$ cat src/rtl/pid_dispatch_config.svh
`ifndef PID_DISPATCH_CONFIG_SVH
`define PID_DISPATCH_CONFIG_SVH

// --------------------------------------------------
// Datapath widths
// --------------------------------------------------
// ADC source number width
`define PD_W_SRC 5
// Sample value width
`define PD_W_DATA 18

// Output channels of the PID controller
`define PD_N_CHAN 8
`define PD_W_CHAN 3

// --------------------------------------------------
// Buffering and flow control
// --------------------------------------------------
// Input FIFO depth, must be a power of two
`define PD_FIFO_DEPTH 16
// Downstream credits after reset
`define PD_OUT_CREDITS 4

// --------------------------------------------------
// Configuration register map
// --------------------------------------------------
`define PD_W_CFG_ADDR 4
// Route select of the addressed channel
`define PD_CFG_SRC_SEL 4'h1
// Enable bit of the addressed channel
`define PD_CFG_EN 4'h2

`endif

$ cat src/rtl/pid_dispatch_pkg.sv
`default_nettype none

`include "pid_dispatch_config.svh"

package pid_dispatch_pkg;

   // --------------------------------------------------
   // Vector types
   // --------------------------------------------------
   // ADC source number
   typedef logic [`PD_W_SRC-1:0] src_t;
   // Routing select, top bit set means unrouted
   typedef logic [`PD_W_SRC:0] route_t;
   // Output channel number
   typedef logic [`PD_W_CHAN-1:0] chan_t;
   // Sample value
   typedef logic [`PD_W_DATA-1:0] adc_data_t;
   // Config register selector
   typedef logic [`PD_W_CFG_ADDR-1:0] cfg_addr_t;

   // --------------------------------------------------
   // Bundles
   // --------------------------------------------------
   // Tagged ADC sample
   typedef struct packed {
      src_t src;
      adc_data_t data;
   } sample_t;

   // Instruction toward the PID pipeline
   typedef struct packed {
      chan_t chan;
      adc_data_t data;
   } instr_t;

   // Routing table write, value holds a route or the enable in bit 0
   typedef struct packed {
      logic en;
      cfg_addr_t addr;
      chan_t chan;
      route_t value;
   } cfg_wr_t;

   // Dispatcher FSM
   typedef enum logic [1:0] {
      IDLE,
      SCAN,
      ADVANCE
   } dispatch_state_e;

endpackage

`default_nettype wire

$ cat src/rtl/sample_fifo.sv
`timescale 1ns/100ps
`default_nettype none

`include "pid_dispatch_config.svh"

module sample_fifo (
   input wire logic clk_in,
   input wire logic reset,
   input wire logic wr_valid,
   input wire pid_dispatch_pkg::sample_t wr_sample,
   input wire logic pop,
   output pid_dispatch_pkg::sample_t head,
   output logic head_valid,
   output logic credit
);

   import pid_dispatch_pkg::*;

   localparam int W_PTR = $clog2(`PD_FIFO_DEPTH);

   // --------------------------------------------------
   // Storage and pointers
   // --------------------------------------------------
   sample_t mem [`PD_FIFO_DEPTH];
   logic [W_PTR-1:0] wr_ptr;
   logic [W_PTR-1:0] rd_ptr;
   // One extra bit so a full buffer is distinct from empty
   logic [W_PTR:0] count;

   logic full;
   logic do_write;
   logic do_pop;

   assign full = (count == (W_PTR+1)'(`PD_FIFO_DEPTH));
   // Writes into a full buffer are dropped
   assign do_write = wr_valid && !full;
   assign do_pop = pop && head_valid;

   // Sample payload storage
   always_ff @(posedge clk_in) begin
      if (do_write) begin
         mem[wr_ptr] <= wr_sample;
      end
   end

   // Pointer and occupancy tracking
   always_ff @(posedge clk_in) begin
      if (reset) begin
         wr_ptr <= '0;
         rd_ptr <= '0;
         count <= '0;
      end else begin
         // Pointers wrap on their own, depth is a power of two
         if (do_write) begin
            wr_ptr <= wr_ptr + 1'b1;
         end
         if (do_pop) begin
            rd_ptr <= rd_ptr + 1'b1;
         end
         case ({do_write, do_pop})
            2'b10: count <= count + 1'b1;
            2'b01: count <= count - 1'b1;
            default: count <= count;
         endcase
      end
   end

   // --------------------------------------------------
   // Head and credit return
   // --------------------------------------------------
   // Oldest entry, valid one cycle after a write into the empty buffer
   assign head = mem[rd_ptr];
   assign head_valid = (count != '0);

   // One credit per popped sample, the slot is free from this edge on
   assign credit = do_pop;

endmodule

`default_nettype wire

$ cat src/rtl/route_table.sv
`timescale 1ns/100ps
`default_nettype none

`include "pid_dispatch_config.svh"

module route_table (
   input wire logic clk_in,
   input wire logic reset,
   input wire pid_dispatch_pkg::cfg_wr_t cfg,
   output pid_dispatch_pkg::route_t [`PD_N_CHAN-1:0] src_sel,
   output logic [`PD_N_CHAN-1:0] chan_en
);

   import pid_dispatch_pkg::*;

   // Route with only the top bit set, matches no source
   localparam route_t ROUTE_NONE = route_t'(1 << `PD_W_SRC);

   // --------------------------------------------------
   // Address decode
   // --------------------------------------------------
   logic wr_src_sel;
   logic wr_en_bit;

   always_comb begin
      wr_src_sel = 1'b0;
      wr_en_bit = 1'b0;
      if (cfg.en) begin
         case (cfg.addr)
            `PD_CFG_SRC_SEL: wr_src_sel = 1'b1;
            `PD_CFG_EN: wr_en_bit = 1'b1;
            // Unknown addresses are dropped
            default: begin
               wr_src_sel = 1'b0;
               wr_en_bit = 1'b0;
            end
         endcase
      end
   end

   // --------------------------------------------------
   // Per-channel storage
   // --------------------------------------------------
   // Source select, full 6-bit value so a write can unroute a channel
   always_ff @(posedge clk_in) begin
      if (reset) begin
         for (int ch = 0; ch < `PD_N_CHAN; ch++) begin
            src_sel[ch] <= ROUTE_NONE;
         end
      end else if (wr_src_sel) begin
         src_sel[cfg.chan] <= cfg.value;
      end
   end

   // Enable bits, only bit 0 of the value is used
   always_ff @(posedge clk_in) begin
      if (reset) begin
         chan_en <= '0;
      end else if (wr_en_bit) begin
         chan_en[cfg.chan] <= cfg.value[0];
      end
   end

endmodule

`default_nettype wire

$ cat src/rtl/instr_dispatch.sv
`timescale 1ns/100ps
`default_nettype none

`include "pid_dispatch_config.svh"

module instr_dispatch (
   input wire logic clk_in,
   input wire logic reset,
   input wire pid_dispatch_pkg::sample_t head,
   input wire logic head_valid,
   input wire pid_dispatch_pkg::route_t [`PD_N_CHAN-1:0] src_sel,
   input wire logic [`PD_N_CHAN-1:0] chan_en,
   input wire logic can_send,
   output logic pop,
   output logic issue,
   output pid_dispatch_pkg::instr_t issue_instr
);

   import pid_dispatch_pkg::*;

   // --------------------------------------------------
   // State
   // --------------------------------------------------
   dispatch_state_e state;
   // Channels already handled for the current head sample
   logic [`PD_N_CHAN-1:0] sent;

   // Head source in route form, top bit clear
   route_t head_route;
   logic hit_found;
   chan_t hit_chan;
   logic hit_enabled;

   assign head_route = {1'b0, head.src};

   // Priority search over unsent channels
   // Walks downward so the lowest matching channel wins
   always_comb begin
      hit_found = 1'b0;
      hit_chan = '0;
      for (int ch = `PD_N_CHAN-1; ch >= 0; ch--) begin
         if (!sent[ch] && (src_sel[ch] == head_route)) begin
            hit_found = 1'b1;
            hit_chan = chan_t'(ch);
         end
      end
   end

   assign hit_enabled = chan_en[hit_chan];

   // --------------------------------------------------
   // Scan FSM
   // --------------------------------------------------
   always_ff @(posedge clk_in) begin
      if (reset) begin
         state <= IDLE;
         sent <= '0;
      end else begin
         case (state)
            // Wait for a sample at the FIFO head
            IDLE: begin
               if (head_valid) begin
                  state <= SCAN;
               end
            end
            SCAN: begin
               if (!hit_found) begin
                  state <= ADVANCE;
               end else if (!hit_enabled || can_send) begin
                  // Disabled match costs one step and emits nothing
                  sent[hit_chan] <= 1'b1;
               end
               // Enabled match without credit holds here, mask untouched
            end
            // Release the sample and start over with a clean mask
            ADVANCE: begin
               sent <= '0;
               state <= IDLE;
            end
            default: begin
               state <= IDLE;
            end
         endcase
      end
   end

   // --------------------------------------------------
   // Outputs
   // --------------------------------------------------
   // Pop lasts exactly the one ADVANCE cycle
   assign pop = (state == ADVANCE);

   // Instruction goes out only for an enabled match with a credit in hand
   assign issue = (state == SCAN) && hit_found && hit_enabled && can_send;
   assign issue_instr.chan = hit_chan;
   assign issue_instr.data = head.data;

endmodule

`default_nettype wire

$ cat src/rtl/instr_credit_out.sv
`timescale 1ns/100ps
`default_nettype none

`include "pid_dispatch_config.svh"

module instr_credit_out (
   input wire logic clk_in,
   input wire logic reset,
   input wire logic issue,
   input wire pid_dispatch_pkg::instr_t issue_instr,
   input wire logic instr_credit,
   output logic can_send,
   output logic instr_valid,
   output pid_dispatch_pkg::instr_t instr
);

   localparam int W_CRED = $clog2(`PD_OUT_CREDITS + 1);
   localparam logic [W_CRED-1:0] CRED_MAX = W_CRED'(`PD_OUT_CREDITS);

   // --------------------------------------------------
   // Downstream credit counter
   // --------------------------------------------------
   // Number of instructions the downstream can still accept
   logic [W_CRED-1:0] credit_cnt;

   always_ff @(posedge clk_in) begin
      if (reset) begin
         credit_cnt <= CRED_MAX;
      end else begin
         case ({issue, instr_credit})
            // Send consumes a credit
            2'b10: begin
               credit_cnt <= credit_cnt - 1'b1;
            end
            // Returned credit, saturates at the reset value
            2'b01: begin
               if (credit_cnt != CRED_MAX) begin
                  credit_cnt <= credit_cnt + 1'b1;
               end
            end
            // Send and return cancel out
            default: begin
               credit_cnt <= credit_cnt;
            end
         endcase
      end
   end

   // Gates every issue in the dispatcher
   assign can_send = (credit_cnt != '0);

   // --------------------------------------------------
   // Instruction register
   // --------------------------------------------------
   always_ff @(posedge clk_in) begin
      if (reset) begin
         instr_valid <= 1'b0;
      end else begin
         instr_valid <= issue;
      end
   end

   // Payload only, loaded on issue
   always_ff @(posedge clk_in) begin
      if (issue) begin
         instr <= issue_instr;
      end
   end

endmodule

`default_nettype wire

$ cat src/rtl/pid_dispatch_top.sv
`timescale 1ns/100ps
`default_nettype none

`include "pid_dispatch_config.svh"

module pid_dispatch_top (
   input wire logic clk_in,
   input wire logic reset,
   input wire logic sample_valid,
   input wire pid_dispatch_pkg::sample_t sample,
   output logic sample_credit,
   input wire pid_dispatch_pkg::cfg_wr_t cfg,
   output logic instr_valid,
   output pid_dispatch_pkg::instr_t instr,
   input wire logic instr_credit
);

   import pid_dispatch_pkg::*;

   // --------------------------------------------------
   // Internal nets
   // --------------------------------------------------
   // FIFO head toward the dispatcher
   sample_t head;
   logic head_valid;
   logic pop;

   // Routing table contents
   route_t [`PD_N_CHAN-1:0] src_sel;
   logic [`PD_N_CHAN-1:0] chan_en;

   // Dispatcher toward the output side
   logic issue;
   instr_t issue_instr;
   logic can_send;

   // Input side
   sample_fifo u_sample_fifo (
      .clk_in     (clk_in),
      .reset      (reset),
      .wr_valid   (sample_valid),
      .wr_sample  (sample),
      .pop        (pop),
      .head       (head),
      .head_valid (head_valid),
      .credit     (sample_credit)
   );

   // Processing, routing table and dispatcher
   route_table u_route_table (
      .clk_in  (clk_in),
      .reset   (reset),
      .cfg     (cfg),
      .src_sel (src_sel),
      .chan_en (chan_en)
   );

   instr_dispatch u_instr_dispatch (
      .clk_in      (clk_in),
      .reset       (reset),
      .head        (head),
      .head_valid  (head_valid),
      .src_sel     (src_sel),
      .chan_en     (chan_en),
      .can_send    (can_send),
      .pop         (pop),
      .issue       (issue),
      .issue_instr (issue_instr)
   );

   // Output side
   instr_credit_out u_instr_credit_out (
      .clk_in       (clk_in),
      .reset        (reset),
      .issue        (issue),
      .issue_instr  (issue_instr),
      .instr_credit (instr_credit),
      .can_send     (can_send),
      .instr_valid  (instr_valid),
      .instr        (instr)
   );

endmodule

`default_nettype wire

$ cat config.mk
export PLATFORM = sky130hd
export DESIGN_NAME = pid_dispatch_top
export DESIGN_NICKNAME = d
export VERILOG_FILES = /design/src/rtl/pid_dispatch_pkg.sv /design/src/rtl/sample_fifo.sv /design/src/rtl/route_table.sv /design/src/rtl/instr_dispatch.sv /design/src/rtl/instr_credit_out.sv /design/src/rtl/pid_dispatch_top.sv
export VERILOG_INCLUDE_DIRS = /design/src /design/src/rtl
export SDC_FILE = /design/constraint.sdc
export NUM_CORES = 1
export LEC_CHECK = 0
export BUFFER_PORTS_ARGS = -buffer_cell sky130_fd_sc_hd__buf_2
export CAP_MARGIN = 40
export CORE_MARGIN = 3
export CORE_UTILIZATION = 60
export CTS_CLUSTER_SIZE = 28
export DETAILED_ROUTE_END_ITERATION = 7
export PLACE_DENSITY = 0.76
export SYNTH_ARGS = -nofsm -noshare
export SYNTH_HDL_FRONTEND = slang
export SYNTH_HIERARCHICAL = 1
export SYNTH_SLANG_ARGS = --single-unit
$ cat constraint.sdc
create_clock -name clk_in -period 14.7 [get_ports clk_in]
set_input_delay 1.47 -clock clk_in [delete_from_list [all_inputs] [get_ports clk_in]]
set_output_delay 1.47 -clock clk_in [all_outputs]
set_load 0.02 [all_outputs]
==> flow_summary.json <==
{
  "num_rows": 65,
  "htree_levels": 2,
  "ys_seq_elements": 476,
  "io_pins": 64,
  "synth_fp_nets": 1128,
  "syn_area_per_cell_um2": 18.1,
  "p_sw_frac": 0.210,
  "firstDrtPassIters": 5,
  "design.core.area_mm2": 0.0318,
  "critPathKind": "flip-flop to flip-flop",
  "cts_setup_buffers": 0,
  "postRouteAntennaNets": 0,
  "dp_cells": 1523,
  "drt_iter0_drc": 875,
  "clockBufferDepth": 3,
  "setup_viol": 0,
  "overflow": 0,
  "clockRootBuffer": "clkbuf_16",
  "detail_route.wl_per_cell_um": 25.3,
  "port_buffers": 63,
  "clock_power_share": 0.405,
  "cp-end-kind": "flip-flop",
  "post_cts_resized": 0,
  "area_delta_synth_final_pct": 12.6,
  "arrival_ns": 6.73,
  "drive_above_1_share": 0.268,
  "slew_headroom": 0.478,
  "tightest_slew_ns": 0.782,
  "hold_path_class": "flip-flop to flip-flop",
  "grt_start_max_net_pins": 90,
  "power_per_cell_area_mw_per_mm2": 127,
  "dp_worst_setup_slack_ns": 8.45,
  "wl_mm": 40.7,
  "maxSlewViolCount": 0,
  "placed_area_mm2": 0.0204,
  "drv_cap": 0,
  "start_util": 0.612,
  "cp_top_family": "multiplexers",
  "synth_ff_type": "edfxtp_1",
  "die_w_um": 186,
  "synth-seq-area-share": 0.690,
  "clock_sinks": 476,
  "critPathBufInv": 4,
  "critical_path_required_ns": 15.15,
  "setup_ws_ns": 8.42,
  "seqPwrFrac": 0.535,
  "antenna_found_initial": 2,
  "path_clk_slew_ns": 0.06,
  "clock_latency_ns": 0.57,
  "drc": 0,
  "cp_cell_sequence": "buf_16 -> buf_4 -> buf_16 -> mux4_2 -> mux4_2 -> xor2_1 -> nor4_1 -> and3_1 -> or4_1 -> nor3_1 -> a211o_1 -> mux2_2 -> nor3b_2 -> buf_4 -> nor2b_4 -> xnor2_1 -> ha_1 -> nor4b_4 -> a211o_1 -> a31o_1",
  "numCtsBuffers": 46,
  "track_usage": 0.245,
  "leakage_nw": 7.29,
  "fin_cells": 1608,
  "grt_pass1_wl_mm": 61.9,
  "yosysUniqueCellTypes": 72,
  "worst-path-max-fanout": 42,
  "globalplace.congestion": 0.886,
  "fin_area_mm2": 0.0219,
  "fp.dieH_um": 186,
  "finalCritPeriodShare": 0.427,
  "p_comb_frac": 0.060,
  "die_area_mm2": 0.0346,
  "status": "complete, no violations",
  "rsz0062_at_grt": "no",
  "finalNetCount": 1190,
  "layout_min_cycle_time_ns": 6.28,
  "start_kind": "flip-flop",
  "cts_tree": "done",
  "fmaxAchievable_mhz": 159,
  "via_per_inst": 6.10,
  "via_count": 9815,
  "internal_power_mw": 2.20,
  "fin_worst_skew_ns": 0.0144,
  "synth.cell_area_mm2": 0.0195,
  "whs_ns": 0.479,
  "hold_viol": 0,
  "grt_pass1_vias": 10000,
  "synth_edf_count": 389,
  "cp_slowest_cell": "mux4_2",
  "synth-async-reset-ratio": 0,
  "syn_inst": 1075,
  "dp_hpwl_mm": 23.5,
  "setup_tns_ns": 0,
  "cts_hold_buf": 0,
  "worst_path_largest_cell_delay_ns": 0.66,
  "ir_drop_uv": 113,
  "switchingPower_uw": 587,
  "ys_warn_count": 6
}
-- cell type report --
class	instances	area [µm²]
Inverter	16	60.1
Fill cell	1989	9900
Tap cell	435	544
Sequential cell	476	13400
Clock inverter	20	194
Multi-Input combinational cell	508	5630
Clock buffer	62	1270
Antenna cell	2	5.00
Timing Repair Buffer	89	761
-- power by group through the flow --
stage,clock (mW),combinational (mW),sequential [mW]
CTS,1.15,0.168,1.49
finish,1.13,0.167,1.49
global route,1.20,0.182,1.49
detailed placement,0,0.165,1.52
global placement,0,0.154,1.52
floorplan,0,0.131,1.51
-- sequential cells by signal, indices dropped and copies added, names as in the netlist, 2 cells and up, named ones only --
signal                         cells
u_sample_fifo/wr_ptr               4
u_route_table/chan_en              8
u_sample_fifo/rd_ptr               4
u_instr_dispatch/sent              8
u_sample_fifo/count                5
u_instr_credit_out/instr          21
u_instr_credit_out/credit_cnt      3
u_sample_fifo/mem                368
u_instr_dispatch/state             2
u_route_table/src_sel             48
-- stage by stage --
stage / utilization / power (mW)
6_report: 0.689 / 2.79
3_5_place_dp: 0.642 / 1.68
3_3_place_gp: 0.631 / 1.68
4_1_cts: 0.688 / 2.81
2_1_floorplan: - / 1.65
5_1_grt: 0.689 / 2.88
-- cell usage in the layout (no fill, tap or decap), drive strengths merged, types with 6 or more instances in the layout --
cell type	n
edfxtp	389
mux4	115
buf	89
dfxtp	87
clkbuf	62
mux2i	60
nand2b	59
nor2	59
xnor2	30
xor2	22
clkinv	17
inv	16
a21oi	16
nand2	14
nand4	13
ha	12
nor3	11
nand3	11
nor4	9
o211ai	6
-- layer usage --
| metal | vias to the layer above | track usage | part of all wire |
|---|---|---|---|
| li1 | 4336 | - | - |
| met1 | 5025 | 0.327 | 0.40 |
| met2 | 373 | 0.417 | 0.51 |
| met3 | 81 | 0.0453 | 0.063 |
| met4 | 0 | 0.0783 | 0.028 |
| met5 | - | 0 | 0 |
-- synthesized netlist by cell type, types with 4 or more instances --
library cell | instances | area (µm²)
clkbuf_1 | 20 | 75.1
edfxtp_1 | 389 | 11700
inv_1 | 16 | 60.1
nor2_1 | 59 | 221
mux2i_1 | 60 | 601
or4_1 | 4 | 30.0
xor2_1 | 22 | 193
nand3_1 | 7 | 35.0
nor3_1 | 11 | 55.1
buf_4 | 29 | 218
nand2b_1 | 59 | 369
xnor2_1 | 30 | 263
buf_6 | 8 | 90.1
nand4_1 | 12 | 75.1
a21oi_1 | 15 | 75.1
ha_1 | 12 | 150
nand2_1 | 13 | 48.8
o21ai_0 | 4 | 20.0
or3_1 | 4 | 25.0
mux4_2 | 115 | 2590
nor2b_1 | 4 | 25.0
buf_2 | 7 | 35.0
o211ai_1 | 6 | 45.0
a31oi_1 | 5 | 31.3
buf_1 | 11 | 41.3
nor4_1 | 6 | 37.5
dfxtp_1 | 87 | 1740
-- final timing paths --
kind / from / end / slack, ns / cells past startpoint
worst max register to register: flip-flop / u_instr_credit_out/credit_cnt[2] / 8.42 / 20
worst min-delay path: u_instr_dispatch/sent[1] / u_instr_dispatch/sent[1] / 0.48 / 2
worst min register to register: u_instr_dispatch/sent[1] / u_instr_dispatch/sent[1] / 0.48 / 2
worst max-delay path: flip-flop / u_instr_credit_out/credit_cnt[2] / 8.42 / 20
-- worst min-delay path, delay by kind of cell, from the launching register on --
family / cells / cell delay [ns]
DFF: 1 / 0.32
buffers and inverters: 1 / 0.05
AOI/OAI and AO/OA: 1 / 0.05
-- kinds of logic after synthesis --
family	synth area share
AO/OA/AOI/OAI	0.0208
XOR/XNOR	0.0234
buffers and inverters	0.0267
flip-flops	0.690
adder cells (fa/ha/maj)	0.00772
AND/OR/NAND/NOR	0.0659
multiplexers	0.166
No activity file was read; power rests on OpenSTA's default activity.
